[config.mk]
export PLATFORM = sky130hd
export DESIGN_NAME = htable_ingress
export DESIGN_NICKNAME = d
export VERILOG_FILES = /design/src/hw/htable_pkg.sv /design/src/hw/htable_ingress.sv
export SDC_FILE = /design/constraint.sdc
export NUM_CORES = 1
export LEC_CHECK = 0
export BUFFER_PORTS_ARGS = -buffer_cell sky130_fd_sc_hd__buf_2
export CAP_MARGIN = 0
export CORE_AREA = 2 2 90 58
export CTS_CLUSTER_DIAMETER = 100
export DETAILED_ROUTE_END_ITERATION = 16
export DIE_AREA = 0 0 92 60
export PLACE_DENSITY = 0.86
export SETUP_SLACK_MARGIN = 0.02
export SLEW_MARGIN = 15
export SYNTH_ARGS = -nofsm -noshare
export SYNTH_HDL_FRONTEND = slang
export SYNTH_SLANG_ARGS = --single-unit
export TNS_END_PERCENT = 1
[constraint.sdc]
create_clock -name clk -period 0.8 [get_ports clk]
set_input_delay 0.16 -clock clk [delete_from_list [all_inputs] [get_ports clk]]
set_output_delay 0.16 -clock clk [all_outputs]
set_load 0.05 [all_outputs]
[src/hw/htable_pkg.sv]
package htable_pkg;

    // ======================================================================
    // Widths and sizes
    // ======================================================================
    localparam int KEY_WID     = 32;
    localparam int VALUE_WID   = 16;
    localparam int HASH_WID    = 6;
    localparam int NUM_BUCKETS = 2**HASH_WID;
    localparam int NUM_WAYS    = 2;

    // Slices folded by the hash, last one zero-padded
    localparam int HASH_SLICES = (KEY_WID + HASH_WID - 1) / HASH_WID;

    typedef logic [KEY_WID-1:0]   key_t;
    typedef logic [VALUE_WID-1:0] value_t;
    typedef logic [HASH_WID-1:0]  hash_t;
    typedef logic                 way_idx_t;

    // ======================================================================
    // Operations and payloads
    // ======================================================================
    typedef enum logic [1:0] {
        OP_LOOKUP = 2'd0,
        OP_INSERT = 2'd1,
        OP_DELETE = 2'd2
    } htable_op_e;

    typedef struct packed {
        htable_op_e op;
        key_t       key;
        value_t     value;    // Insert only
    } htable_req_t;

    typedef struct packed {
        logic   valid;
        key_t   key;
        value_t value;
    } htable_entry_t;

    typedef struct packed {
        htable_op_e op;
        key_t       key;
        logic       found;    // Key present before the operation
        logic       full;     // Insert refused, no way available
        value_t     value;
    } htable_resp_t;

    // XOR fold of the key into a bucket index
    function automatic hash_t htable_hash(input key_t key);
        logic [HASH_SLICES*HASH_WID-1:0] padded;
        hash_t                           folded;
        padded              = '0;
        padded[KEY_WID-1:0] = key;
        folded              = '0;
        for (int i = 0; i < HASH_SLICES; i++) begin
            folded ^= padded[i*HASH_WID +: HASH_WID];
        end
        return folded;
    endfunction

endpackage

[src/hw/htable_ingress.sv]
module htable_ingress (
    input  logic                    clk,
    input  logic                    arst_n,
    input  logic                    init_done,
    input  logic                    req_valid,
    input  htable_pkg::htable_req_t req,
    output logic                    s1_valid,
    output htable_pkg::htable_req_t s1_req,
    output htable_pkg::hash_t       s1_hash
);
    import htable_pkg::*;

    logic accept;

    // Strobes are ignored until the table is cleared
    assign accept = req_valid & init_done;

    always_ff @(posedge clk or negedge arst_n) begin
        if (!arst_n) begin
            s1_valid <= 1'b0;
        end else begin
            s1_valid <= accept;
        end
    end

    // Hash is registered here so the way address comes straight from a flop
    always_ff @(posedge clk) begin
        if (accept) begin
            s1_req  <= req;
            s1_hash <= htable_hash(req.key);
        end
    end

endmodule

Yosys cells after proc, flatten, opt, wreduce, memory -nomap -nowiden. Index checks and enable logic that the tools add are counted.

Register bits: 57. Input port bits: 54. Output and inout bits: 57. Logic and storage cells: 11.

Bitwise gates (word level): 6.

Operators by type and width (number): XOR 6 bit (4); XOR 6 x 2 -> 6 bit (1); AND 1 bit (1).

Logic depth before layout (Yosys ltp). Gate-level depths: netlist of run 1.

Depth after elaboration: 5. Mapped depth: 2. Depth with buffers taken out: 2.

Worst setup path before layout of run 1. Ideal clock, no wire load.

Path type: input to register. Start: input init_done. End: register s1_hash[0] (enable). Library setup time: 420 ps. Arrival: 1501 ps. Data required time: 380 ps. Slack: -1121 ps. Cell stages on the path: 1. Buffers on the path: 0. Path through: and2_1.

Longest elaborated chain between the ends: 1.

Ends and longest elaborated chain: start: declaration (RTL line htable_ingress.sv:4) `input logic init_done,`; AND 1 bit (RTL line htable_ingress.sv:16) `assign accept = req_valid & init_done;`; end signal: assignment (RTL line htable_ingress.sv:30) `s1_hash <= htable_hash(req.key);`; end: declaration (RTL line htable_ingress.sv:9) `output htable_pkg::hash_t s1_hash`.

No other way between the ends. A chain may end at the register's enable or synchronous reset.

Worst setup path in the final report of run 1.
Start: register s1_req[2] (netlist bit). End: output s1_req[2] (netlist bit).

RTL lines: start: declaration (RTL line htable_ingress.sv:8) `output htable_pkg::htable_req_t s1_req,`; start signal: assignment (RTL line htable_ingress.sv:29) `s1_req <= req;`.

No word-level cell between the ends.

==> flow_metrics.env, run 1 <==
export IMPL_violations="setup timing"
export IMPL_cp_data_required_time_ns=0.64
export IMPL_tightest_slew_ns=0.192
export IMPL_yosysTopAreaCell="edfxtp_1"
export IMPL_postPlaceCellArea_um2=2710
export IMPL_cts_setup_buffers=0
export IMPL_area_delta_synth_final_pct=73.7
export IMPL_wl_met3_um=659
export IMPL_final_cells=296
export IMPL_fp_dieW_um=92
export IMPL_top_layer_used="met4"
export IMPL_slowest_delay_ns=0.43
export IMPL_startpoint_type="flip-flop"
export IMPL_crit_chain="buf_6"
export IMPL_ir_worst_vdd_mv=1.42
export IMPL_synth_cell_types=7
export IMPL_power_density_nw_per_um2=2380
export IMPL_fmax_ghz=0.915
export IMPL_antenna_cells=0
export IMPL_endpoint_kind="output port"
export IMPL_final_common_cell="buf_6"
export IMPL_rows=20
export IMPL_route_detailed_drc=0
export IMPL_syn_area_um2=1990
export IMPL_vias_per_cell=4.43
export IMPL_fin_ws_ns=-0.292
export IMPL_final_area_um2=3450
export IMPL_synth_area_leaders="edfxtp_1 85%, xnor3_1 6.8%, xnor2_1 3.5%"
export IMPL_seq_area_frac_synth_pct=85.9
export IMPL_die_area_um2=5520
export IMPL_most_common_layout_cells="57 x buf_6, 56 x edfxtp_1, 53 x buf_2"
export IMPL_postSynthCellCount=78
export IMPL_first_iter_violations=46
export IMPL_io_pins=111
export IMPL_slew_violations=0
export IMPL_num_vias=1312
export IMPL_core_area_um2=4750
export IMPL_grt_max_degree=24
export IMPL_die_y_um=60
export IMPL_path_max_fanout=1
export IMPL_clock_sinks=57
export IMPL_clk_pin_slew_ns=0.07
export IMPL_htreeDepth=3
export IMPL_cts_tree="done"
export IMPL_status="finished with violations"
export IMPL_fin_nets=279
export IMPL_wl_per_cell_um=16.0
export IMPL_hold_path_class="input pin to flip-flop"
export IMPL_syn_area_per_cell_um2=25.5
export IMPL_p_total_uw=8210
export IMPL_crit_arrival_ns=0.93
export IMPL_whs_ns=0.0267
export IMPL_m1WireLength_mm=1.70
export IMPL_start_util_pct=41.8
export IMPL_fin_crit_sh_pct=137
export IMPL_hold_viol=0
export IMPL_gp_congestion=0.647
export IMPL_slew_headroom_pct=87.1
export IMPL_crit_buf_inv=1
export IMPL_clk_path_buf_depth=2
export IMPL_antenna_found_initial=0
export IMPL_grt_use_total_pct=16.9
export IMPL_critPathKind="flip-flop to output port"
export IMPL_gr_total_overflow=0
export IMPL_rsz0062_at_grt="yes"
export IMPL_synthesis_nets=132
export IMPL_cpLargestDelayFamily="flip-flops"
export IMPL_max_cap_violations=0
export IMPL_drive_above_1_share_pct=59.1
export IMPL_postRouteAntennaNets=0
export IMPL_port_buffers=110
export IMPL_routed_wl_met2_mm=2.32
export IMPL_synth_seq_cells=57
export IMPL_setup_viol=58
export IMPL_drtPass1Iterations=4
export IMPL_p_leak_uw=0.00147
export IMPL_synth_top_area_share_pct=84.7
export IMPL_yosys_warnings=0
export IMPL_cts_buffers=9
export IMPL_grt_pass1_vias=1334
export IMPL_crit_slowest_cell="edfxtp_1"
export IMPL_finalCriticalPeriod_ns=1.09
export IMPL_clock_tree_root_cell="clkbuf_8"
export IMPL_post_place_cells=263
export IMPL_wl_mm=4.73
export IMPL_grt_pass1_wl_mm=6.63
==> cells by family after synthesis <==
| logic type | Yosys count | share of synthesized area (%) |
|---|---|---|
| simple gates | 1 | 0.315 |
| xor+xnor | 20 | 13.7 |
| flops | 57 | 85.9 |
==> sequential cells by signal (all words and copies together), names as in the netlist <==
signal    cells
s1_hash       6
s1_req       50
s1_valid      1
==> synth_stat cells <==
| library cell | n |
|---|---|
| xor2_1 | 4 |
| xnor2_1 | 8 |
| and2_1 | 1 |
| edfxtp_1 | 56 |
| xnor3_1 | 6 |
| xnor2_2 | 2 |
| dfrtp_1 | 1 |
==> power by group <==
group	internal [uW]	switching [uW]
Sequential	3550	104
Combinational	729	1040
Clock	1720	1070
Total	6000	2210
==> routing by layer <==
layer	vias up	GRT usage, %
met3	4	12.0
met1	620	18.5
met4	0	3.84
met5	-	0
li1	598	-
met2	90	27.4
==> final timing paths <==
check	startpoint	endpoint	cells after the start
worst max-delay path	s1_req[2]	s1_req[2]	1
worst min-delay path	req[27]	s1_req[27]	1
max in group asynchronous	arst_n	s1_valid	2
min in group asynchronous	arst_n	s1_valid	2
==> layout make-up <==
class / count / area, um^2
Clock inverter: 7 / 85.1
Multi-Input combinational cell: 21 / 282
Timing Repair Buffer: 136 / 1170
Clock buffer: 9 / 124
Sequential cell: 57 / 1710
Tap cell: 66 / 82.6
Fill cell: 270 / 1310
==> per-stage QoR <==
step                      TNS (ns)  setup WS, ns  utilization [%]
after floorplan             -13.22        -0.223                -
final                       -13.42        -0.292             72.6
after CTS                   -14.51        -0.284             71.9
after detailed placement     -7.52        -0.325             57.1
after global placement       -7.21        -0.270             57.1
after global routing        -16.25        -0.340             72.6
==> timing repair <==
action | CTS | global route
endpoints found under the hold margin | 14 | 3
pin swaps | 0 | 0
gates resized for setup | 114 | 0
hold buffers | 14 | 3
setup endpoints to repair | 57 | 57
Power figures use the tool's default switching activity.
==> run 2, diff against run 1 <==
==> constraint.sdc (replaced) <==
create_clock -name clk -period 0.8 [get_ports clk]
set_input_delay 0.04 -clock clk [delete_from_list [all_inputs] [get_ports clk]]
set_output_delay 0.04 -clock clk [all_outputs]
set_load 0.05 [all_outputs]
==> run 2 against run 1 <==
The flow still finishes with violations (setup timing). Sequential share of layout area shrank 4.1 points. Final area grew 9.1%. Maximum frequency grew 11%. Critical path type unchanged. Hold slack lost 0.0022 ns. Flip-flop and latch count is the same. Cell count grew 10%. Worst setup slack gained 0.11 ns. Sequential power is essentially flat. Wire length grew 15%. Non-clock buffer count grew 31.
==> flow_metrics.env, run 2 (synthesized netlist as in run 1, its figures left out) <==
export IMPL_crit_chain="buf_6"
export IMPL_first_iter_violations=76
export IMPL_area_delta_synth_final_pct=89.6
export IMPL_drtPass1Iterations=4
export IMPL_p_leak_uw=0.00159
export IMPL_gp_congestion=0.647
export IMPL_clk_pin_slew_ns=0.06
export IMPL_slew_headroom_pct=87.1
export IMPL_crit_slowest_cell="edfxtp_1"
export IMPL_crit_arrival_ns=0.94
export IMPL_tightest_slew_ns=0.193
export IMPL_clock_tree_root_cell="clkbuf_8"
export IMPL_status="finished with violations"
export IMPL_cts_tree="done"
export IMPL_wl_mm=5.45
export IMPL_die_area_um2=5520
export IMPL_route_detailed_drc=0
export IMPL_grt_pass1_wl_mm=8.07
export IMPL_wl_per_cell_um=16.7
export IMPL_port_buffers=110
export IMPL_cp_data_required_time_ns=0.76
export IMPL_fin_ws_ns=-0.180
export IMPL_reg_largest_list="s1_req (50), s1_hash (6), s1_valid (1)"
export IMPL_critPathKind="flip-flop to output port"
export IMPL_path_max_fanout=1
export IMPL_start_util_pct=41.8
export IMPL_postRouteAntennaNets=0
export IMPL_fp_dieW_um=92
export IMPL_finalCriticalPeriod_ns=0.980
export IMPL_clk_path_buf_depth=2
export IMPL_pre_cts_ws_ns=-0.222
export IMPL_io_pins=111
export IMPL_rows=20
export IMPL_antenna_found_initial=0
export IMPL_ir_worst_vdd_mv=1.30
export IMPL_die_y_um=60
export IMPL_hold_viol=0
export IMPL_startpoint_type="flip-flop"
export IMPL_cts_buffers=9
export IMPL_largest_reg_flops=50
export IMPL_num_vias=1462
export IMPL_endpoint_kind="output port"
export IMPL_htreeDepth=3
export IMPL_max_cap_violations=0
export IMPL_post_dp_hpwl_mm=2.83
export IMPL_slowest_delay_ns=0.43
export IMPL_vias_per_cell=4.47
export IMPL_drive_above_1_share_pct=51.3
export IMPL_grt_use_total_pct=20.9
export IMPL_antenna_cells=0
export IMPL_rsz0062_at_grt="yes"
export IMPL_crit_buf_inv=1
export IMPL_clock_sinks=57
export IMPL_largest_register="s1_req"
export IMPL_fmax_ghz=1.02
export IMPL_power_density_nw_per_um2=2230
export IMPL_grt_max_degree=24
export IMPL_most_common_layout_cells="57 x buf_6, 56 x edfxtp_1, 53 x buf_2"
export IMPL_grt_pass1_vias=1575
export IMPL_slew_violations=0
export IMPL_final_common_cell="buf_6"
export IMPL_gr_total_overflow=0
export IMPL_setup_viol=57
export IMPL_final_setup_tns_ns=-7.25
export IMPL_fin_crit_sh_pct=123
export IMPL_core_area_um2=4750
export IMPL_hold_path_class="input pin to async pin"
export IMPL_violations="setup timing"
export IMPL_fin_nets=310
export IMPL_cpLargestDelayFamily="flip-flops"
[run 2: cell count changes in the layout (fill, tap and decap cells not counted), sizes merged]
| cell | before | now |
|---|---|---|
| buf | 119 | 117 |
| dlygate4sd3 | 17 | 50 |
[run 2: stage by stage]
step / instances / hold slack [ns] / power [uW] / utilization (%) / area, um^2
final: 327 / 0.0245 / 8400 / 79.2 / 3760
after global routing: 327 / 0.0207 / 8690 / 79.2 / 3760
after CTS: 326 / 0.00175 / 8380 / 79.0 / 3750
after detailed placement: 261 / -0.184 / 5090 / 56.8 / 2700
after global placement: 261 / -0.186 / 5060 / 56.8 / 2700
after floorplan: 78 / -0.256 / 4660 / - / 1990
[run 2: worst max path at each step]
stage,start,end,cells after the start
5_1_grt,s1_req[5],s1_req[5],1
2_1_floorplan,req_valid,s1_hash[0],1
3_3_place_gp,req[22],s1_hash[0],3
4_1_cts,s1_hash[3],s1_hash[3],1
6_report,s1_req[5],s1_req[5],1
3_5_place_dp,req[23],s1_hash[1],3
[run 2: layout make-up]
type / count / area [um^2]
sequential: 57 / 1710
fill: 248 / 990
tap: 66 / 82.6
clock inverter: 7 / 85.1
timing repair buffer: 167 / 1490
multi-input combinational: 21 / 282
clock buffer: 9 / 124
[run 2: report_power, final]
part           total [uW]  internal, uW  switching, uW
logic                1900           829           1070
registers            3660          3550            108
clock network        2840          1720           1120
[run 2: timing repair]
| action | CTS | global route |
|---|---|---|
| setup buffers | 0 | 0 |
| endpoints found under the hold margin | 49 | 1 |
| gates resized for setup | 114 | 0 |
| hold buffers | 49 | 1 |
| endpoints found under the setup margin | 57 | 57 |
[run 2: per-layer routing]
metal,up-vias,track usage (%),part of all wire (%)
li1,660,-,-
met1,691,23.4,39
met2,99,35.5,49
met3,12,10.7,11
met4,0,6.82,1.7
met5,-,0,0
