<file path="config.mk">
export PLATFORM = sky130hd
export DESIGN_NAME = htable_way
export DESIGN_NICKNAME = d
export VERILOG_FILES = /design/src/hw/htable_pkg.sv /design/src/hw/htable_way.sv
export SDC_FILE = /design/constraint.sdc
export NUM_CORES = 2
export LEC_CHECK = 0
export BUFFER_PORTS_ARGS = -buffer_cell sky130_fd_sc_hd__buf_2
export CORE_UTILIZATION = 35
export CTS_BUF_LIST = sky130_fd_sc_hd__clkbuf_2 sky130_fd_sc_hd__clkbuf_4 sky130_fd_sc_hd__clkbuf_8
export CTS_CLUSTER_DIAMETER = 200
export DETAILED_ROUTE_END_ITERATION = 8
export PLACE_DENSITY = 0.6
export SLEW_MARGIN = 20
export SYNTH_ARGS = -nofsm -noshare
export SYNTH_HDL_FRONTEND = slang
export SYNTH_SLANG_ARGS = --single-unit
</file>
<file path="constraint.sdc">
create_clock -name clk -period 5.3 [get_ports clk]
set_input_delay 1.59 -clock clk [delete_from_list [all_inputs] [get_ports clk]]
set_output_delay 1.59 -clock clk [all_outputs]
set_load 0.02 [all_outputs]
</file>
<file path="src/hw/htable_pkg.sv">
package htable_pkg;

    // ======================================================================
    // Widths and sizes
    // ======================================================================
    localparam int KEY_WID     = 32;
    localparam int VALUE_WID   = 16;
    localparam int HASH_WID    = 6;
    localparam int NUM_BUCKETS = 2**HASH_WID;
    localparam int NUM_WAYS    = 2;

    // Slices folded by the hash, last one zero-padded
    localparam int HASH_SLICES = (KEY_WID + HASH_WID - 1) / HASH_WID;

    typedef logic [KEY_WID-1:0]   key_t;
    typedef logic [VALUE_WID-1:0] value_t;
    typedef logic [HASH_WID-1:0]  hash_t;
    typedef logic                 way_idx_t;

    // ======================================================================
    // Operations and payloads
    // ======================================================================
    typedef enum logic [1:0] {
        OP_LOOKUP = 2'd0,
        OP_INSERT = 2'd1,
        OP_DELETE = 2'd2
    } htable_op_e;

    typedef struct packed {
        htable_op_e op;
        key_t       key;
        value_t     value;    // Insert only
    } htable_req_t;

    typedef struct packed {
        logic   valid;
        key_t   key;
        value_t value;
    } htable_entry_t;

    typedef struct packed {
        htable_op_e op;
        key_t       key;
        logic       found;    // Key present before the operation
        logic       full;     // Insert refused, no way available
        value_t     value;
    } htable_resp_t;

    // XOR fold of the key into a bucket index
    function automatic hash_t htable_hash(input key_t key);
        logic [HASH_SLICES*HASH_WID-1:0] padded;
        hash_t                           folded;
        padded              = '0;
        padded[KEY_WID-1:0] = key;
        folded              = '0;
        for (int i = 0; i < HASH_SLICES; i++) begin
            folded ^= padded[i*HASH_WID +: HASH_WID];
        end
        return folded;
    endfunction

endpackage

</file>
<file path="src/hw/htable_way.sv">
module htable_way (
    input  logic                      clk,
    input  logic                      arst_n,
    input  logic                      s1_valid,
    input  htable_pkg::key_t          s1_key,
    input  htable_pkg::hash_t         s1_hash,
    input  logic                      wr_en,
    input  htable_pkg::hash_t         wr_hash,
    input  htable_pkg::htable_entry_t wr_entry,
    output htable_pkg::htable_entry_t entry,
    output logic                      hit
);
    import htable_pkg::*;

    htable_entry_t mem [NUM_BUCKETS];
    htable_entry_t rd_entry;
    logic          bypass;
    logic          match;

    // ======================================================================
    // Storage
    // ======================================================================
    always_ff @(posedge clk) begin
        if (wr_en) begin
            mem[wr_hash] <= wr_entry;
        end
    end

    // A write landing on the bucket being read wins over the array
    assign bypass   = wr_en && (wr_hash == s1_hash);
    assign rd_entry = bypass ? wr_entry : mem[s1_hash];

    // Key compare kept local to the bank
    assign match = rd_entry.valid && (rd_entry.key == s1_key);

    // ======================================================================
    // Read register
    // ======================================================================
    always_ff @(posedge clk) begin
        if (s1_valid) begin
            entry <= rd_entry;
        end
    end

    always_ff @(posedge clk or negedge arst_n) begin
        if (!arst_n) begin
            hit <= 1'b0;
        end else begin
            hit <= s1_valid & match;
        end
    end

endmodule

</file>
* Word level (Yosys, flattened, before mapping)
Memories as Yosys holds them, arrays and structs flattened.
Index checks and enable logic that the tools add are counted.
** Storage, ports and cells
- Flip-flop bits (word level) :: 50
- Memory bits (writable) :: 3136
- Input port bits :: 97
- Output and inout port bits :: 50
- Logic and storage cells :: 13
- Memories :: 1
** Operators by class
- Equal/unequal tests :: 2
- Mux-type cells :: 3
- Bitwise operators :: 1
- Reductions and logical operators :: 2
** Memories
- mem :: depth 64, width 49, rd ports 1, clocked after Yosys merged registers in 0, wr ports 1, line htable_way.sv:15 : htable_entry_t mem [NUM_BUCKETS];
** Operators by type and width (count)
- $mux 49 :: 1
- $eq 32x32->1 :: 1
- $eq 6x6->1 :: 1
- $logic_and 1x1->1 :: 2
- $mux 1 :: 2
- $and 1x1->1 :: 1

* Depth between registers and ports, before layout
- Depth after elaboration :: 6
- Depth in mapped cells :: 15
- Mapped depth without buffers :: 9

* Worst setup path before layout
OpenSTA, ideal clock, no wires.
- Path kind :: input -> register
- Start point :: in wr_hash[5]
- End point :: mem mem[48][0] (netlist name) (enable)
- Setup time :: 516 ps
- Arrival time :: 5656 ps
- Required time :: 4784 ps
- Slack :: -872 ps
- Stages on the path :: 4
- Buffers on the path :: 1
- Cells stage by stage :: clkbuf_1 > nand3_1 > or3_1 > nor3_1
** RTL lines
- from (decl) :: line htable_way.sv:8 : input htable_pkg::hash_t wr_hash,
- to (decl) :: line htable_way.sv:15
Straight into the memory's write port.

* Final worst setup path
- Start point :: in s1_hash[0]
- End point :: reg hit
** On the way
- Longest elaborated chain between the ends :: 6
- Elaborated cells on any way between the ends :: 7
- Classes of those cells :: eq/ne: 2; mux: 1; bitwise: 1; reduce/logical: 2; memory: 1
** RTL lines
- from (decl) :: line htable_way.sv:6 : input htable_pkg::hash_t s1_hash,
- parallel branches: the longest is 2 deep, another holds $mem_v2 64x49
- $mux 49 * :: line htable_way.sv:31 : assign rd_entry = bypass ? wr_entry : mem[s1_hash];
- $eq 32x32->1 :: line htable_way.sv:34 : assign match = rd_entry.valid && (rd_entry.key == s1_key);
- $logic_and 1x1->1 * :: line htable_way.sv:34
- $and 1x1->1 * :: line htable_way.sv:49 : hit <= s1_valid & match;
- to (signal assigned) :: line htable_way.sv:49
- to (decl) :: line htable_way.sv:11 : output logic hit
Every way passes the cells marked *.
A chain may end at the register's enable or synchronous reset.

==> out/qor.log <==
[clock_tree] Clock Tree Buf Depth 4
[floorplan] core area 0.347 sq mm
[clock_tree] number of levels in the clock H-tree 6
[logic_synthesis] library cells used by synthesis 73
[sta] crit path time final 4540 ps
[place] last weighted congestion value of the routability-driven placer 0.842
[place] Port Buffers 146
[routing] total number of vias 64900
[outcome] result of the run finished clean
[global_routing] wire length of the first global-routing pass 537000 um
[clock_tree] number of clock buffers inserted by TritonCTS 523
[clock_tree] source-to-sink clock delay at the later pin of the worst-skew pair 1150 ps
[logic_synthesis] syn nets 5489
[place] cell area after placement 0.133 sq mm
[routing] DRT antenna net count 0
[worst_setup_path] cell with the largest stage delay on the worst path sky130_fd_sc_hd__o21ai_0
[global_routing] overall track demand over capacity in global routing 0.220
[worst_setup_path] Crit path largest cell delay 540 ps
[clock_tree] clock transition time at the flip-flop clock pins of the worst setup and hold paths 60 ps
[logic_synthesis] leading register cell type out of synthesis sky130_fd_sc_hd__edfxtp_1
[worst_setup_path] Setup CP Type primary input to flop
[logic_synthesis] Cells after Synth 5392
[sta] crit share post-route 0.856
[place] Post-DP HPWL 216000 um
[routing] total DRC errors in the routed layout 0
[sta] number of setup violations in the final report 0
[routing] drt via density 5.82
[routing] initial detailed-routing violation count 9500
[floorplan] die boundary width 594 um
[global_routing] antenna violations before repair 31
[sta] largest clock skew in the final design 89.6 ps
[pwr] overall power 0.0518 W
[routing] number of search-and-repair iterations in the first detailed-routing pass 6
[logic_synthesis] Synth warnings 0
[worst_setup_path] highest fanout seen on the critical path 25
[worst_setup_path] sum of buffers and inverters on the critical path 5
[logic_synthesis] Synth Cell Area 0.123 sq mm
[worst_setup_path] length in cells of the worst reg-to-reg path 9
[worst_setup_path] crit path cell chain buf_8 > buf_12 > buf_4 > buf_4 > mux4_2 > a22oi_1 > nand4_1 > o21ai_0 > buf_4 > xnor2_1 > nor4_1 > nand4_1 > a2111oi_2
[finish] most common cell after layout, fill and taps aside sky130_fd_sc_hd__edfxtp_1
[clock_tree] post-CTS repair timing setup buffer count 0
[logic_synthesis] top cell type by total area after synthesis sky130_fd_sc_hd__edfxtp_1
[floorplan] Die ar. 0.353 sq mm
[clock_tree] clock tree from TritonCTS built
[worst_setup_path] startpoint of the lowest-slack register-to-register path mem[41][26]$_DFFE_PP_
[worst_setup_path] crit path capture type flop
[finish] fill cell total of the finished layout 30000
[global_routing] remaining global-route overflow 0
[worst_setup_path] critical path startpoint category primary input
[routing] Total Wirelength 396000 um
[sta] highest achievable clock rate 0.220 GHz
[logic_synthesis] post-synthesis sequential area ratio 0.780
[worst_setup_path] data arrival time of the critical path 5550 ps
[worst_setup_path] Data required, critical path 6320 ps
[logic_synthesis] biggest area contributors in the synthesized netlist sky130_fd_sc_hd__edfxtp_1 (78%), sky130_fd_sc_hd__mux4_2 (15%), sky130_fd_sc_hd__mux2i_1 (1.5%), sky130_fd_sc_hd__a22oi_1 (0.55%), sky130_fd_sc_hd__nand2_1 (0.49%)
[floorplan] Initial Util 0.353
[sta] number of failing hold endpoints at the final stage 0
[logic_synthesis] share of flip-flops with an asynchronous set or reset 0.000314
[finish] layout net count 6283
[floorplan] I/O Pins 147
[worst_setup_path] largest delay contributor family on the critical path buffers and inverters
[logic_synthesis] Mapped Avg Cell Area 22.7 sq um
[pwr] leakage 45.0 nW
[finish] synthesis-to-finish area growth 16.3%
[finish] commonest non-fill, non-tap cells in the layout sky130_fd_sc_hd__edfxtp_1 (3185), sky130_fd_sc_hd__mux4_2 (803), sky130_fd_sc_hd__clkbuf_8 (532)
[pwr] worst IR drop on VDD 0.258 mV
[routing] average routed wire per standard cell 35.6 um
[sta] unrepaired setup endpoints after global routing no
[global_routing] largest net degree at the start of global routing 86
[clock_tree] Root Buffer Master sky130_fd_sc_hd__clkbuf_8
[sta] slew at the pin closest to its max-slew limit 1050 ps
[worst_setup_path] most repeated library cell on the critical path sky130_fd_sc_hd__buf_4
[floorplan] die extent in y 594 um
[worst_setup_path] Reg2Reg Setup Slack 1860 ps
[sta] worst slew margin relative to its limit 0.291
[worst_setup_path] reg-to-reg critical path endpoint hit$_DFF_PN0_
[clock_tree] CTS hold repair buffers 0
[clock_tree] number of sinks on the clock net 3186
[job] max-cap violation count 0
[logic_synthesis] area share of the leading cell type in the synthesized netlist 0.780
[global_routing] number of global-route vias before repair 64700
[finish] post-route cell area 0.143 sq mm
[logic_synthesis] count of state elements after synthesis 3186
[finish] fraction of final layout cells sized beyond drive strength 1 0.346
[clock_tree] cells resized by post-CTS repair 0
[pwr] total power divided by cell area 364 mW/mm^2
[floorplan] Rows 216
[logic_synthesis] number of flops mapped to enable cells by yosys 3185
[sta] Final Max Slew Viols 0
[worst_hold_path] type of the worst min-delay path primary input to asynchronous set/reset pin
==> layout make-up <==
type	count	area, sq um	area share
Antenna cell	8	20.0	0.000140
Inverter	21	83.8	0.000588
Multi-Input combinational cell	1894	25800	0.181
Tap cell	4578	5730	0.0402
Sequential cell	3186	95700	0.671
Clock buffer	716	8700	0.0611
Timing Repair Buffer	560	5390	0.0378
Clock inverter	172	1100	0.00772
==> worst max path at each step <==
stage	start	endpoint	slack, ps	cells past startpoint
after floorplan	wr_hash[3]	mem[10][0]$_DFFE_PP_	300	4
after global placement	s1_hash[0]	hit$_DFF_PN0_	-340	13
after detailed placement	s1_hash[0]	hit$_DFF_PN0_	-270	13
after CTS	s1_hash[0]	hit$_DFF_PN0_	930	13
after global routing	s1_hash[0]	hit$_DFF_PN0_	650	13
final	s1_hash[0]	hit$_DFF_PN0_	760	13
==> where the power goes <==
group / internal, W / switching [W] / leakage (nW) / total (W)
logic: 0.00114 / 0.00191 / 11.1 / 0.00304
registers: 0.0280 / 0.0000585 / 28.7 / 0.0280
clock network: 0.0109 / 0.00985 / 5.16 / 0.0207
total: 0.0400 / 0.0118 / 45.0 / 0.0518
==> logic make-up (layout without fill, tap and decap cells) <==
| logic type | count (synthesis) | count (layout) | share of synthesized area |
|---|---|---|---|
| DFF | 3186 | 3186 | 0.780 |
| muxes | 998 | 998 | 0.164 |
| and+or+nand+nor | 491 | 491 | 0.0192 |
| AOI/OAI and AO/OA | 367 | 367 | 0.0209 |
| buffers and inverters | 312 | 1469 | 0.0131 |
| xor gates and xnor gates | 38 | 38 | 0.00272 |
| other | 0 | 8 | 0 |
==> per-layer routing <==
metal | track usage | up-vias | wire (um) | share of wire
met5 | 0 | - | 53 | 0.00013
met4 | 0.0920 | 8 | 18500 | 0.047
met3 | 0.0524 | 836 | 46700 | 0.12
met2 | 0.341 | 4404 | 181000 | 0.46
met1 | 0.299 | 34900 | 149000 | 0.38
li1 | - | 24700 | - | -
==> registers in the layout, indices dropped and copies added, names as in the netlist <==
name / count
mem: 3136
entry: 49
hit: 1
==> cells in the mapped netlist, types with 5 or more instances <==
master,count
sky130_fd_sc_hd__nor2_1,130
sky130_fd_sc_hd__or3b_2,13
sky130_fd_sc_hd__or2_2,5
sky130_fd_sc_hd__a22oi_1,89
sky130_fd_sc_hd__buf_1,21
sky130_fd_sc_hd__mux2i_1,182
sky130_fd_sc_hd__a21oi_1,51
sky130_fd_sc_hd__mux4_2,803
sky130_fd_sc_hd__nor3_1,16
sky130_fd_sc_hd__o41ai_1,5
sky130_fd_sc_hd__nand2_1,159
sky130_fd_sc_hd__o221ai_1,8
sky130_fd_sc_hd__a211oi_1,9
sky130_fd_sc_hd__nand3_1,40
sky130_fd_sc_hd__edfxtp_1,3185
sky130_fd_sc_hd__o21ai_0,32
sky130_fd_sc_hd__nand2b_1,14
sky130_fd_sc_hd__xnor2_1,29
sky130_fd_sc_hd__o211ai_1,14
sky130_fd_sc_hd__buf_4,49
sky130_fd_sc_hd__or3_1,11
sky130_fd_sc_hd__nor2b_1,23
sky130_fd_sc_hd__inv_1,18
sky130_fd_sc_hd__mux2_2,13
sky130_fd_sc_hd__nor4_1,15
sky130_fd_sc_hd__nand4_1,24
sky130_fd_sc_hd__o22ai_1,76
sky130_fd_sc_hd__clkbuf_1,115
sky130_fd_sc_hd__a31oi_1,12
sky130_fd_sc_hd__nand3b_1,15
sky130_fd_sc_hd__buf_6,19
sky130_fd_sc_hd__a22o_1,7
sky130_fd_sc_hd__a221oi_1,18
sky130_fd_sc_hd__and3_1,10
sky130_fd_sc_hd__buf_2,87
sky130_fd_sc_hd__xor2_1,9
==> through the flow <==
step / worst slack, ps / TNS (ps) / instances / utilization / hold WS, ps
3_5_place_dp: -274 / -274 / 10200 / 0.382 / 1090
4_1_cts: 926 / 0 / 11100 / 0.410 / 200
2_1_floorplan: 303 / 0 / 5392 / - / 809
3_3_place_gp: -343 / -343 / 10200 / 0.382 / 1050
6_report: 762 / 0 / 11100 / 0.410 / 304
5_1_grt: 655 / 0 / 11100 / 0.410 / 255
==> worst register-to-register path: cells and delay by family (launching register included) <==
kind	cells	cell delay (ps)
AOI/OAI and AO/OA	3	1240
xor gates and xnor gates	1	180
buffers and inverters	1	250
DFF	1	380
muxes	1	480
and+or+nand+nor	3	820
(Power assumes the default switching activity.)
