**src/hw/htable_pkg.sv**
```systemverilog
package htable_pkg;

    // ======================================================================
    // Widths and sizes
    // ======================================================================
    localparam int KEY_WID     = 32;
    localparam int VALUE_WID   = 16;
    localparam int HASH_WID    = 6;
    localparam int NUM_BUCKETS = 2**HASH_WID;
    localparam int NUM_WAYS    = 2;

    // Slices folded by the hash, last one zero-padded
    localparam int HASH_SLICES = (KEY_WID + HASH_WID - 1) / HASH_WID;

    typedef logic [KEY_WID-1:0]   key_t;
    typedef logic [VALUE_WID-1:0] value_t;
    typedef logic [HASH_WID-1:0]  hash_t;
    typedef logic                 way_idx_t;

    // ======================================================================
    // Operations and payloads
    // ======================================================================
    typedef enum logic [1:0] {
        OP_LOOKUP = 2'd0,
        OP_INSERT = 2'd1,
        OP_DELETE = 2'd2
    } htable_op_e;

    typedef struct packed {
        htable_op_e op;
        key_t       key;
        value_t     value;    // Insert only
    } htable_req_t;

    typedef struct packed {
        logic   valid;
        key_t   key;
        value_t value;
    } htable_entry_t;

    typedef struct packed {
        htable_op_e op;
        key_t       key;
        logic       found;    // Key present before the operation
        logic       full;     // Insert refused, no way available
        value_t     value;
    } htable_resp_t;

    // XOR fold of the key into a bucket index
    function automatic hash_t htable_hash(input key_t key);
        logic [HASH_SLICES*HASH_WID-1:0] padded;
        hash_t                           folded;
        padded              = '0;
        padded[KEY_WID-1:0] = key;
        folded              = '0;
        for (int i = 0; i < HASH_SLICES; i++) begin
            folded ^= padded[i*HASH_WID +: HASH_WID];
        end
        return folded;
    endfunction

endpackage

```
**src/hw/htable_resolve.sv**
```systemverilog
module htable_resolve (
    input  logic                                                 clk,
    input  logic                                                 arst_n,
    input  logic                                                 s1_valid,
    input  htable_pkg::htable_req_t                              s1_req,
    input  htable_pkg::hash_t                                    s1_hash,
    input  htable_pkg::htable_entry_t [htable_pkg::NUM_WAYS-1:0] way_entry,
    input  logic [htable_pkg::NUM_WAYS-1:0]                      way_hit,
    output logic [htable_pkg::NUM_WAYS-1:0]                      wr_en,
    output htable_pkg::hash_t                                    wr_hash,
    output htable_pkg::htable_entry_t                            wr_entry,
    output logic                                                 init_done,
    output logic                                                 resp_valid,
    output htable_pkg::htable_resp_t                             resp
);
    import htable_pkg::*;

    typedef enum logic {
        INIT_SWEEP,
        RUN
    } state_e;

    state_e      state;
    logic        sweep_go;
    hash_t       sweep_cnt;
    logic        s2_valid;
    htable_req_t s2_req;
    hash_t       s2_hash;
    logic        hit_any;
    logic        free_any;
    way_idx_t    hit_way;
    way_idx_t    free_way;
    logic        do_write;
    way_idx_t    wr_way;
    logic        full;

    // ======================================================================
    // Stage 2, aligned with the way read registers
    // ======================================================================
    always_ff @(posedge clk or negedge arst_n) begin
        if (!arst_n) begin
            s2_valid   <= 1'b0;
            resp_valid <= 1'b0;
        end else begin
            s2_valid   <= s1_valid;
            resp_valid <= s2_valid;
        end
    end

    always_ff @(posedge clk) begin
        s2_req  <= s1_req;
        s2_hash <= s1_hash;
    end

    // ======================================================================
    // Clearing sweep after reset
    // ======================================================================
    // Sweep starts one cycle after release
    always_ff @(posedge clk or negedge arst_n) begin
        if (!arst_n) begin
            state     <= INIT_SWEEP;
            sweep_go  <= 1'b0;
            sweep_cnt <= '0;
        end else begin
            sweep_go <= 1'b1;
            if (state == INIT_SWEEP && sweep_go) begin
                sweep_cnt <= sweep_cnt + 1'b1;
                if (sweep_cnt == hash_t'(NUM_BUCKETS - 1)) begin
                    state <= RUN;
                end
            end
        end
    end

    assign init_done = (state == RUN);

    // Lowest-numbered way wins for both hit and free
    always_comb begin
        hit_any  = 1'b0;
        free_any = 1'b0;
        hit_way  = '0;
        free_way = '0;
        for (int w = NUM_WAYS - 1; w >= 0; w--) begin
            if (way_hit[w]) begin
                hit_any = 1'b1;
                hit_way = way_idx_t'(w);
            end
            if (!way_entry[w].valid) begin
                free_any = 1'b1;
                free_way = way_idx_t'(w);
            end
        end
    end

    // Write decision, shared port to all ways
    always_comb begin
        do_write = 1'b0;
        wr_way   = hit_way;
        full     = 1'b0;
        wr_hash  = s2_hash;
        wr_entry = '0;
        wr_en    = '0;
        if (state == INIT_SWEEP) begin
            wr_hash = sweep_cnt;
            wr_en   = {NUM_WAYS{sweep_go}};
        end else if (s2_valid) begin
            case (s2_req.op)
                OP_INSERT: begin
                    wr_entry.valid = 1'b1;
                    wr_entry.key   = s2_req.key;
                    wr_entry.value = s2_req.value;
                    if (hit_any) begin
                        do_write = 1'b1;
                    end else if (free_any) begin
                        do_write = 1'b1;
                        wr_way   = free_way;
                    end else begin
                        full = 1'b1;
                    end
                end
                // Invalid entry already on wr_entry
                OP_DELETE: do_write = hit_any;
                default:   do_write = 1'b0;
            endcase
            if (do_write) begin
                wr_en[wr_way] = 1'b1;
            end
        end
    end

    // Response register
    always_ff @(posedge clk) begin
        resp.op    <= s2_req.op;
        resp.key   <= s2_req.key;
        resp.found <= hit_any;
        resp.full  <= full;
        resp.value <= hit_any ? way_entry[hit_way].value : '0;
    end

endmodule

```
**config.mk**
```make
export PLATFORM = sky130hd
export DESIGN_NAME = htable_resolve
export DESIGN_NICKNAME = d
export VERILOG_FILES = /design/src/hw/htable_pkg.sv /design/src/hw/htable_resolve.sv
export SDC_FILE = /design/constraint.sdc
export NUM_CORES = 1
export LEC_CHECK = 0
export ABC_AREA = 0
export ABC_CLOCK_PERIOD_IN_PS = 3300
export BUFFER_PORTS_ARGS = -buffer_cell sky130_fd_sc_hd__clkbuf_2
export CAP_MARGIN = 20
export CORE_AREA = 5 5 101 103
export DETAILED_ROUTE_END_ITERATION = 6
export DIE_AREA = 0 0 106 108
export PLACE_DENSITY_LB_ADDON = 0.3
export SYNTH_ARGS = -nofsm -noshare
export SYNTH_HDL_FRONTEND = slang
export SYNTH_SLANG_ARGS = --single-unit
```
**constraint.sdc**
```tcl
create_clock -name clk -period 3.3 [get_ports clk]
set_input_delay 0.165 -clock clk [delete_from_list [all_inputs] [get_ports clk]]
set_output_delay 0.165 -clock clk [all_outputs]
set_load 0.005 [all_outputs]
```
==> After elaboration in Yosys (flattened, before gate mapping) <==
Index checks and enable logic that the tools add are counted.
{ "word_totals": {"out_inout_bits": 111, "register_bits": 118} }
{ "classes": {"order_cmp": 3, "eq_ne": 3, "bitwise_logic": 3, "add_sub_neg": 1, "n_reduce_logical": 4, "muxes": 28} }
{ "ops": {"columns": ["cell", "count"], "rows": [
  ["two-way mux 49 bit", 3],
  ["two-way mux 16 bit", 2],
  ["two-way mux 1 bit", 17],
  ["adder 6 x 1 -> 6 bit, second input constant", 1],
  ["== test 6 bit, second input constant", 1],
  ["two-way mux 2 bit", 3],
  ["two-way mux 6 bit", 1],
  ["< comparator 1 x 2 -> 1 bit, second input constant", 2],
  ["OR reduction 4 bit", 1],
  ["inverter 1 bit", 3],
  ["== test 2 x 1 -> 1 bit, second input constant", 1],
  ["== test 2 bit, second input constant", 1],
  ["logical AND 1 bit", 2],
  ["one-hot mux 1 bit (2 select lines)", 1],
  ["AND reduction 2 bit", 1],
  ["demux 1 bit (select 1 bit)", 1],
  [">= comparator 1 bit, second input constant", 1]
]} }

==> Logic depth before layout (Yosys ltp) <==
Gate-level depths: netlist (run 1).
{ "depth": {"depth_word": 14, "ltp_mapped": 6} }

==> Worst setup path before layout (run 1) <==
No wires, ideal clock.
{ "synth_path": {"kind": "reg2out", "start": "reg s2_req[48] (netlist name)", "end": "out wr_en[1] (netlist name)", "arrival_time_ns": 1.150, "path_stages_with_launch": 6, "setup_slack_ns": 1.985, "path_cell_list": "dfxtp_1 -> inv_1 -> ha_1 -> o21ai_0 -> a2111o_1 -> o31ai_2"} }
{ "synth_between": {"elab_chain_len": 11, "elab_cells_between_ends": 16, "cone_classes": "order compare: 2; eq/ne: 2; mux: 11; reduce/logical: 1"} }
{ "synth_rtl": {"columns": ["item", "line", "text"], "rows": [
  ["start: declaration", "htable_resolve.sv:27", "htable_req_t s2_req;"],
  ["start signal: assignment", "htable_resolve.sv:51", "s2_req <= s1_req;"],
  ["== test 2 x 1 -> 1 bit", "htable_resolve.sv:107", "case (s2_req.op)"],
  ["two-way mux 1 bit", "htable_resolve.sv:107", null],
  ["two-way mux 1 bit", "htable_resolve.sv:106", "end else if (s2_valid) begin"],
  ["two-way mux 1 bit", "htable_resolve.sv:103", "if (state == INIT_SWEEP) begin"],
  ["< comparator 1 x 2 -> 1 bit (implied by the code) / >= comparator 1 bit (equally long branches)", "htable_resolve.sv:126", "wr_en[wr_way] = 1'b1;"],
  ["logical AND 1 bit (implied by the code)", "htable_resolve.sv:126", null],
  ["two-way mux 1 bit (implied by the code)", "htable_resolve.sv:126", null],
  ["demux 1 bit (select 1 bit)", "htable_resolve.sv:126", null],
  ["two-way mux 2 bit *", "htable_resolve.sv:125", "if (do_write) begin"],
  ["two-way mux 2 bit *", "htable_resolve.sv:106", null],
  ["two-way mux 2 bit *", "htable_resolve.sv:103", null],
  ["end: declaration", "htable_resolve.sv:9", "output logic [htable_pkg::NUM_WAYS-1:0] wr_en,"]
]} }
Every way passes the cells marked *; elsewhere a longest branch is shown, timed or not. The select of a mux whose other input is x is not followed.

==> results of run 1 <==
## flip-flops by register name (all words and copies together), names as in the netlist
signal / cells
init_done: 1
resp: 52
resp_valid: 1
s2_hash: 6
s2_req: 50
s2_valid: 1
sweep_cnt: 6
sweep_go: 1
## report_power, final
part | switching (mW) | internal (mW) | leakage (nW) | total, mW
Combinational | 0.132 | 0.245 | 1.62 | 0.377
Clock | 0.647 | 1.05 | 0.276 | 1.69
Sequential | 0.0702 | 1.54 | 1.03 | 1.61
Total | 0.850 | 2.83 | 2.93 | 3.68
## worst max-delay path, stage by stage, from the launching register on
cell	delay, ps
dfrtp_1	580
nand2_1	170
nor2_2	110
buf_4	360
and2_1	200
clkbuf_2	130
## logic make-up after synthesis
family | synth area share, %
simple gates | 13.1
xor+xnor | 1.08
compound gates | 5.93
fa+ha+maj | 1.16
mux | 2.09
buf+inv | 1.86
other cells | 0.116
flops | 74.7
## final timing paths
| check | cells past startpoint | slack [ps] | to | startpoint |
|---|---|---|---|---|
| worst max-delay path | 5 | 1070 | wr_entry[8] | init_done |
| worst min-delay path | 2 | 70 | sweep_cnt[1] | arst_n |
| worst max register to register | 4 | 1830 | resp[16] | init_done |
| worst min register to register | 0 | 340 | resp[24] | s2_req[22] |
| max in group asynchronous | 2 | 3030 | sweep_cnt[0] | arst_n |
| min in group clk | 3 | 110 | resp[16] | way_entry[97] |
## layer usage
layer  share of wire [%]  GRT usage [%]  vias to the layer above
met5                   0              0                        -
li1                    -              -                     1393
met3                 7.7           7.04                       14
met1                  36           15.2                     1279
met4                 2.1           7.03                        0
met2                  54           30.0                      130
## cell usage in the layout (no fill, tap or decap), types with 2 or more instances in the layout
master | synthesis | routed
or3_1 | 2 | 2
nand2_1 | 7 | 7
clkbuf_2 | 0 | 205
inv_6 | 0 | 2
clkinv_4 | 0 | 4
dfrtp_1 | 10 | 10
nand4_1 | 2 | 2
xnor2_1 | 4 | 4
dlygate4sd3_1 | 0 | 91
a22o_1 | 16 | 16
inv_1 | 4 | 4
dfxtp_1 | 108 | 108
clkbuf_16 | 0 | 16
clkbuf_8 | 0 | 3
clkinvlp_4 | 0 | 2
clkinv_2 | 0 | 3
and2_1 | 50 | 50
o21ai_0 | 3 | 3
mux2_2 | 6 | 6
buf_4 | 0 | 2
ha_1 | 3 | 3
## area by class of cell
cell class | instances | area (µm²) | area share (%)
Sequential cell | 118 | 2410 | 41.3
Timing Repair Buffer | 298 | 1950 | 33.4
Multi-Input combinational cell | 106 | 761 | 13.0
Clock buffer | 19 | 442 | 7.55
Tap cell | 111 | 139 | 2.38
Clock inverter | 13 | 124 | 2.12
Inverter | 4 | 15.0 | 0.257
Antenna cell | 1 | 2.50 | 0.0428
==> results.md, run 1 <==
- CTS tree: built
- Ratio of cells with drive above 1 in the final layout: 44.6%
- Most common cell in the netlist: dfxtp_1
- Seq/Total Area, Yosys: 74.7%
- GRT Total Usage: 16.0%
- Leak: 2.93 nW
- Post-route DRC: 0
- Post-synth EDFFs: 0
- Power per cell area: 630 nW/µm²
- Postcts setup bufs: 0
- Full die area: 11400 µm²
- Final Cycle Share: 67.5%
- Syn Inst Count: 237
- Maximum buffer depth of the clock tree: 2
- Final Hold Fails: 0
- Worst-path clk slew: 60 ps
- Fillers: 699
- Data required time of the worst path: 3130 ps
- Syn_area_per_cell: 13.6 µm²
- Final Hold Slack: 69.2 ps
- Pins Over Slew Limit: 0
- Largest net degree at the start of global routing: 51
- Max Cap Viol: 0
- Hold-fix buffers, CTS: 91
- Chip width: 106 µm
- Post-synth cell types: 27
- Min-Delay Path Class: in2async
- Yosys reg bits: 118
- Clock net sink count: 118
- Post-CTS Resized: 0
- CTS root buf: clkbuf_8
- RSZ-0062 raised after global routing: false
- Vias per std cell: 4.20
- Global-route wire length before repair: 14200 µm
- Run status: finished, final reports clean
- Site row count: 35
- Ys Warns: 0
- Num CTS Buffers: 17
- CP Max Fanout: 50
- Final Cell Area: 5850 µm²
- Post-layout util: 64.2%
- Total number of vias: 2816
- F_max: 0.449 GHz
- CP Launch Type: register
- Initial core utilization: 35.5%
- Synth Cell Area: 3230 µm²
- Post-placement cell count: 545
- Syn Nets: 399
- Worst skew pair latency: 500 ps
- Die Ht: 108 µm
- Minimum clock period: 2230 ps
- Peak supply drop: 314 µV
- H-tree depth: 4
- Fin nets: 707
- Layout area overhead: 81.0%
- Detailed-router iteration count before antenna repair: 4
- Synth area leaders: dfxtp_1 (67%), and2_1 (9.7%), dfrtp_1 (7.7%), a22o_1 (4.3%), mux2_2 (2.1%)
- Initial antenna violation count: 0
- Core box area: 9110 µm²
- Total Wirelength: 9180 µm
- Clk_skew: 4.53 ps
- DRT iter0 DRCs: 62
- Share of the synthesized area in the top cell type: 66.9%
- Critical path class: reg2out
- Arr. time, crit path: 2060 ps
- Tot Pwr: 3.68 mW
- Async set-or-reset flop fraction in the synthesized netlist: 8.47%
- Antenna Violating Nets Remaining: 0
- Yosys top cell by area: dfxtp_1
- Io pins: 270
- Final GP Congestion: 0.762
- Top_reg_cell synth: dfxtp_1
- Post-layout instance count excluding filler cells: 670
- Worst Setup Slack, final: 1070 ps
- CP Capture Type: output port
- Congestion Overflow GR: 0
- Final setup vio count: 0
- Post-place setup slack: 1540 ps
- Drt wl/cell: 13.7 µm
- Port Buf Inserts: 205
- Setup TNS: 0 ps
- Post-synth top cells: dfxtp_1 (108), and2_1 (50), a22o_1 (16)
- Final HPWL DP: 6100 µm
- Vias in the first global route: 3051
- Post-DP Area: 4360 µm²
No activity file was read; power rests on OpenSTA's default activity.
==> run 2, diff against run 1 <==
--- a/config.mk
+++ b/config.mk
@@ -6,12 +6,13 @@
 export NUM_CORES = 1
 export LEC_CHECK = 0
 export ABC_AREA = 0
-export ABC_CLOCK_PERIOD_IN_PS = 3300
+export ABC_CLOCK_PERIOD_IN_PS = 2000
 export BUFFER_PORTS_ARGS = -buffer_cell sky130_fd_sc_hd__clkbuf_2
 export CAP_MARGIN = 20
-export CORE_AREA = 5 5 101 103
+export CORE_ASPECT_RATIO = 1.5
+export CORE_MARGIN = 5
+export CORE_UTILIZATION = 34
 export DETAILED_ROUTE_END_ITERATION = 6
-export DIE_AREA = 0 0 106 108
 export PLACE_DENSITY_LB_ADDON = 0.3
 export SYNTH_ARGS = -nofsm -noshare
 export SYNTH_HDL_FRONTEND = slang
==> constraint.sdc (replaced) <==
create_clock -name clk -period 2 [get_ports clk]
set_input_delay 0.1 -clock clk [delete_from_list [all_inputs] [get_ports clk]]
set_output_delay 0.1 -clock clk [all_outputs]
set_load 0.005 [all_outputs]
==> results.md, run 2 (same netlist as run 1, synthesis figures left out) <==
- Core box area: 9250 µm² (+1.6%)
- Global-route wire length before repair: 14500 µm (+2.1%)
- Leak: 2.99 nW (+2.1%)
- R2R Path End: sweep_cnt[5]
- Power per cell area: 1110 nW/µm² (+77%)
- Largest net degree at the start of global routing: 51 (unchanged)
- Final Cycle Share: 93.6%
- Critical path class: reg2out
- Run status: finished, final reports clean
- CTS tree: built
- FF-to-FF path depth: 4 (unchanged)
- RSZ-0062 raised after global routing: false
- Largest registers: resp (52), s2_req (50)
- Buf/Inv on CP: 2 (unchanged)
- CP Launch Type: register
- Final setup vio count: 0 (unchanged)
- Die Ht: 129 µm (+20%)
- CP Capture Type: output port
- Max reg flops: 52 (unchanged)
- H-tree depth: 4 (unchanged)
- Layout area overhead: 86.1%
- Worst-path clk slew: 50 ps (about the same)
- Post-DP Area: 4390 µm² (+0.66%)
- Total Wirelength: 9520 µm (+3.7%)
- CP Depth: 5 (unchanged)
- Antenna Violating Nets Remaining: 0 (unchanged)
- Clk_skew: 5.45 ps (+0.920 ps)
- Worst skew pair latency: 400 ps (-100 ps)
- CP max stage delay: 360 ps (-220 ps)
- Crit Reg-Reg Startpoint: init_done
- Initial antenna violation count: 0 (unchanged)
- Setup TNS: 0 ps (unchanged)
- CTS root buf: clkbuf_16
- Pins Over Slew Limit: 0 (unchanged)
- Biggest register: resp
- Site row count: 43 (+23%)
- Arr. time, crit path: 1770 ps (-290 ps)
- Drt wl/cell: 14.1 µm (+3.1%)
- Slew headroom: 32.1%
- Ratio of cells with drive above 1 in the final layout: 45.7% (+1.1 points)
- Detailed-router iteration count before antenna repair: 4 (unchanged)
- Crit path max-delay family: compound AO/OA/AOI/OAI gates
- Num CTS Buffers: 17 (unchanged)
- Worst-path cell chain: inv_2, ha_1, a2111o_1, o31ai_2, buf_2
- CP Max Fanout: 3 (-94%)
- Congestion Overflow GR: 0 (unchanged)
- Io pins: 270 (unchanged)
- Data required time of the worst path: 1900 ps (-1230 ps)
- Setup crit start: s2_req[48]
- DRT iter0 DRCs: 50 (-19%)
- Fin nets: 710 (+0.42%)
- End of the critical path: wr_en[1]
- Initial core utilization: 34.9% (-0.56 points)
- Final GP Congestion: 0.719 (-5.6%)
- Minimum clock period: 1870 ps
- Most frequent cells in the layout: clkbuf_2 (204), dfxtp_1 (106), dlygate4sd3_1 (92)
- Min-Delay Path Class: in2async
- GRT Total Usage: 17.0% (+0.98 points)
- Post-place setup slack: 532 ps (-1010 ps)
- Most common cell after layout, fill and taps aside: clkbuf_2
- Pin slew with the least headroom to its limit: 1020 ps
- Maximum buffer depth of the clock tree: 2 (unchanged)
- Post-route DRC: 0 (unchanged)
- Clock net sink count: 118 (unchanged)
- Final Hold Fails: 0 (unchanged)
- Final Hold Slack: 91.0 ps (+21.8 ps)
- Slowest stage cell, crit path: dfxtp_4
- Vias per std cell: 4.26 (+1.3%)
- Max Cap Viol: 0 (unchanged)
- Peak supply drop: 790 µV (+150%)
- Setup slack, reg-to-reg: 630 ps (-1200 ps)
- Final Cell Area: 6010 µm² (+2.8%)
- Final HPWL DP: 6040 µm (-0.99%)
- Total number of vias: 2871 (+2.0%)
- Full die area: 11600 µm² (+1.3%)
- Vias in the first global route: 3092 (+1.3%)
- Tot Pwr: 6.70 mW (+82%)
- Chip width: 89.6 µm (-15%)
- Port Buf Inserts: 205 (unchanged)
- Worst Setup Slack, final: 127 ps (-946 ps)
- F_max: 0.534 GHz
==> run 2: worst min-delay path by stage <==
stage / from / to / slack, ps / depth (start not counted)
after floorplan: arst_n / init_done / -200 / 0
after global placement: arst_n / sweep_cnt[1] / -20 / 1
after detailed placement: arst_n / sweep_cnt[0] / -20 / 1
after CTS: arst_n / sweep_cnt[0] / 90 / 2
after global routing: arst_n / sweep_cnt[0] / 90 / 2
final: arst_n / sweep_cnt[0] / 90 / 2
==> run 2: layout make-up <==
type	instances	area [µm²]
clock inverter	14	246
antenna	2	5.00
inverter	4	15.0
tap	112	140
clock buffer	17	425
timing repair buffer	301	1990
multi-input combinational	106	773
sequential	118	2420
fill	687	3240
==> run 2: stage by stage <==
stage               utilization, %  std cells
floorplan                        -        237
global route                  64.9        672
CTS                           64.6        671
detailed placement            47.4        548
global placement              47.4        548
finish                        65.0        674
==> run 2: where the power goes <==
group	total [mW]	switching, mW	internal, mW
Clock	3.40	1.06	2.35
Combinational	0.646	0.235	0.411
Sequential	2.65	0.107	2.54
==> run 2: repair_timing <==
| action | in CTS | in global routing |
|---|---|---|
| buffers inserted | 0 | 1 |
| setup endpoints to repair | 0 | 2 |
| endpoints found under the hold margin | 84 | 0 |
| resized for setup | 0 | 10 |
| hold buffers | 92 | 0 |
==> run 2: routing by layer <==
metal,vias up,share of wire [%],GRT usage (%)
met5,-,0,0
met2,136,53,28.7
met3,27,9.4,8.65
li1,1406,-,-
met1,1302,34,15.9
met4,0,3.7,10.6
==> run 2: worst reg2reg max path, stage by stage (launching register included) <==
cell,delay (ps)
dfrtp_1,370
buf_4,170
nand2b_4,190
or3_1,390
xnor2_1,140
==> run 3, diff against run 2 <==
--- a/config.mk
+++ b/config.mk
@@ -6,13 +6,12 @@
 export NUM_CORES = 1
 export LEC_CHECK = 0
 export ABC_AREA = 0
-export ABC_CLOCK_PERIOD_IN_PS = 2000
+export ABC_CLOCK_PERIOD_IN_PS = 2350
 export BUFFER_PORTS_ARGS = -buffer_cell sky130_fd_sc_hd__clkbuf_2
 export CAP_MARGIN = 20
-export CORE_ASPECT_RATIO = 1.5
-export CORE_MARGIN = 5
-export CORE_UTILIZATION = 34
+export CORE_AREA = 5 5 101 103
 export DETAILED_ROUTE_END_ITERATION = 6
+export DIE_AREA = 0 0 106 108
 export PLACE_DENSITY_LB_ADDON = 0.3
 export SYNTH_ARGS = -nofsm -noshare
 export SYNTH_HDL_FRONTEND = slang
==> constraint.sdc (replaced) <==
create_clock -name clk -period 2.35 [get_ports clk]
set_input_delay 0.1175 -clock clk [delete_from_list [all_inputs] [get_ports clk]]
set_output_delay 0.1175 -clock clk [all_outputs]
set_load 0.005 [all_outputs]
==> results.md, run 3 (same netlist as run 1, synthesis figures left out) <==
- Global-route wire length before repair: 14700 µm (+1.6%)
- Max Cap Viol: 0 (unchanged)
- GRT Total Usage: 16.6% (-0.37 points)
- F_max: 0.488 GHz
- DRT iter0 DRCs: 55 (+10%)
- Detailed-router iteration count before antenna repair: 3 (-1)
- Post-CTS Resized: 0 (unchanged)
- Post-route DRC: 0 (unchanged)
- Final Cycle Share: 87.1%
- CTS root buf: clkbuf_8
- Post-place setup slack: 668 ps (+135 ps)
- RSZ-0062 raised after global routing: false
- CP Capture Type: output port
- R2R Path End: sweep_cnt[5]
- Vias per std cell: 4.30 (+1.0%)
- Minimum clock period: 2050 ps
- Min-Delay Path Class: in2async
- Congestion Overflow GR: 0 (unchanged)
- Initial core utilization: 35.5% (+0.56 points)
- Final Hold Slack: 17.3 ps (-73.7 ps)
- Worst skew pair latency: 500 ps (+100 ps)
- FF-to-FF path depth: 4 (unchanged)
- Clock net sink count: 118 (unchanged)
- Arr. time, crit path: 1930 ps (+160 ps)
- Peak supply drop: 559 µV (-29%)
- Final HPWL DP: 6160 µm (+2.0%)
- Largest net degree at the start of global routing: 51 (unchanged)
- Worst-path clk slew: 60 ps (about the same)
- Ratio of cells with drive above 1 in the final layout: 44.7% (-0.99 points)
- Fin nets: 708 (-0.28%)
- Final GP Congestion: 0.764 (+6.2%)
- Full die area: 11400 µm² (-1.2%)
- CP Launch Type: register
- CP Max Fanout: 3 (unchanged)
- Setup TNS: 0 ps (unchanged)
- Maximum buffer depth of the clock tree: 2 (unchanged)
- Largest registers: resp (52), s2_req (50)
- Data required time of the worst path: 2230 ps (+330 ps)
- Critical path class: reg2out
- Initial antenna violation count: 0 (unchanged)
- H-tree depth: 4 (unchanged)
- Drt wl/cell: 13.8 µm (-2.3%)
- Worst Setup Slack, final: 303 ps (+175 ps)
- Power per cell area: 918 nW/µm² (-18%)
- Most frequent cells in the layout: clkbuf_2 (205), dfxtp_1 (108), dlygate4sd3_1 (91)
- Total Wirelength: 9250 µm (-2.8%)
- Layout area overhead: 83.1%
- Die Ht: 108 µm (-17%)
- Final setup vio count: 0 (unchanged)
- Site row count: 35 (-19%)
- Num CTS Buffers: 17 (unchanged)
- Setup slack, reg-to-reg: 980 ps (+350 ps)
- Pins Over Slew Limit: 0 (unchanged)
- Post-layout util: 64.9% (about the same)
- Total number of vias: 2887 (+0.56%)
- Max reg flops: 52 (unchanged)
- Leak: 2.96 nW (-0.93%)
- Vias in the first global route: 3067 (-0.81%)
- Clk_skew: 6.57 ps (+1.12 ps)
- Io pins: 270 (unchanged)
- Crit Reg-Reg Startpoint: init_done
- Chip width: 106 µm (+18%)
- Post-placement cell count: 546 (-0.36%)
- Antenna Violating Nets Remaining: 0 (unchanged)
- Most common cell after layout, fill and taps aside: clkbuf_2
- Post-layout instance count excluding filler cells: 671 (-0.45%)
- Port Buf Inserts: 205 (unchanged)
- Core box area: 9110 µm² (-1.6%)
- Run status: finished, final reports clean
- CTS tree: built
- Biggest register: resp
- Final Hold Fails: 0 (unchanged)
[run 3: cell types whose count changed in the layout (fill, tap and decap cells not counted), moves of 2 or more]
cell,before,now
inv_1,1,4
inv_2,3,0
clkinv_2,0,2
clkinv_4,3,5
dfxtp_1,106,108
clkbuf_8,0,2
bufinv_16,6,3
[run 3: per-stage QoR]
| stage | cell area [µm²] | power, mW |
|---|---|---|
| after floorplan | 3230 | 2.47 |
| after global placement | 4370 | 2.69 |
| after detailed placement | 4370 | 2.71 |
| after CTS | 5900 | 5.49 |
| after global routing | 5910 | 5.66 |
| final | 5910 | 5.43 |
[run 3: worst max-delay path, stage by stage (launching register included)]
cell and delay (ps):
dfxtp_1 340, inv_1 70, ha_1 130, o21ai_0 80, a2111o_1 450, o31ai_2 200, clkbuf_2 160
[run 3: worst max-delay path by stage]
stage | start | endpoint | slack, ps | depth (start not counted)
after floorplan | init_done | sweep_cnt[5] | 1050 | 4
after global placement | way_hit[0] | resp[2] | 700 | 3
after detailed placement | way_hit[0] | resp[2] | 670 | 3
after CTS | s2_req[48] | wr_entry[1] | 260 | 6
after global routing | s2_req[48] | wr_entry[13] | 140 | 6
final | s2_req[48] | wr_en[1] | 300 | 6
[run 3: power by group]
group	internal, mW	total (mW)	switching (mW)	leakage (nW)
Combinational	0.346	0.542	0.195	1.63
Sequential	2.16	2.26	0.0939	1.03
Clock	1.72	2.63	0.915	0.304
[run 3: repair_timing]
item / 4_1_cts / 5_1_grt
buffers inserted: 0 / 0
endpoints found under the hold margin: 84 / 0
hold buffers: 91 / 0
[run 3: routing by layer]
layer  wire [µm]  GRT usage (%)  up-vias
met5           0              0        -
met4         204           7.59        0
met3         687           6.75       16
met2        5080           31.3      128
met1        3280           15.9     1343
li1            -              -     1400
[run 3: final cells by class]
type                    count  area, µm²
diodes                      1       2.50
clock buffers              19        453
clock inverters            13        169
fillers                   703       3190
inverters                   4       15.0
multi-input cells         106        761
flip-flops and latches    118       2410
well taps                 111        139
repair buffers            299       1960
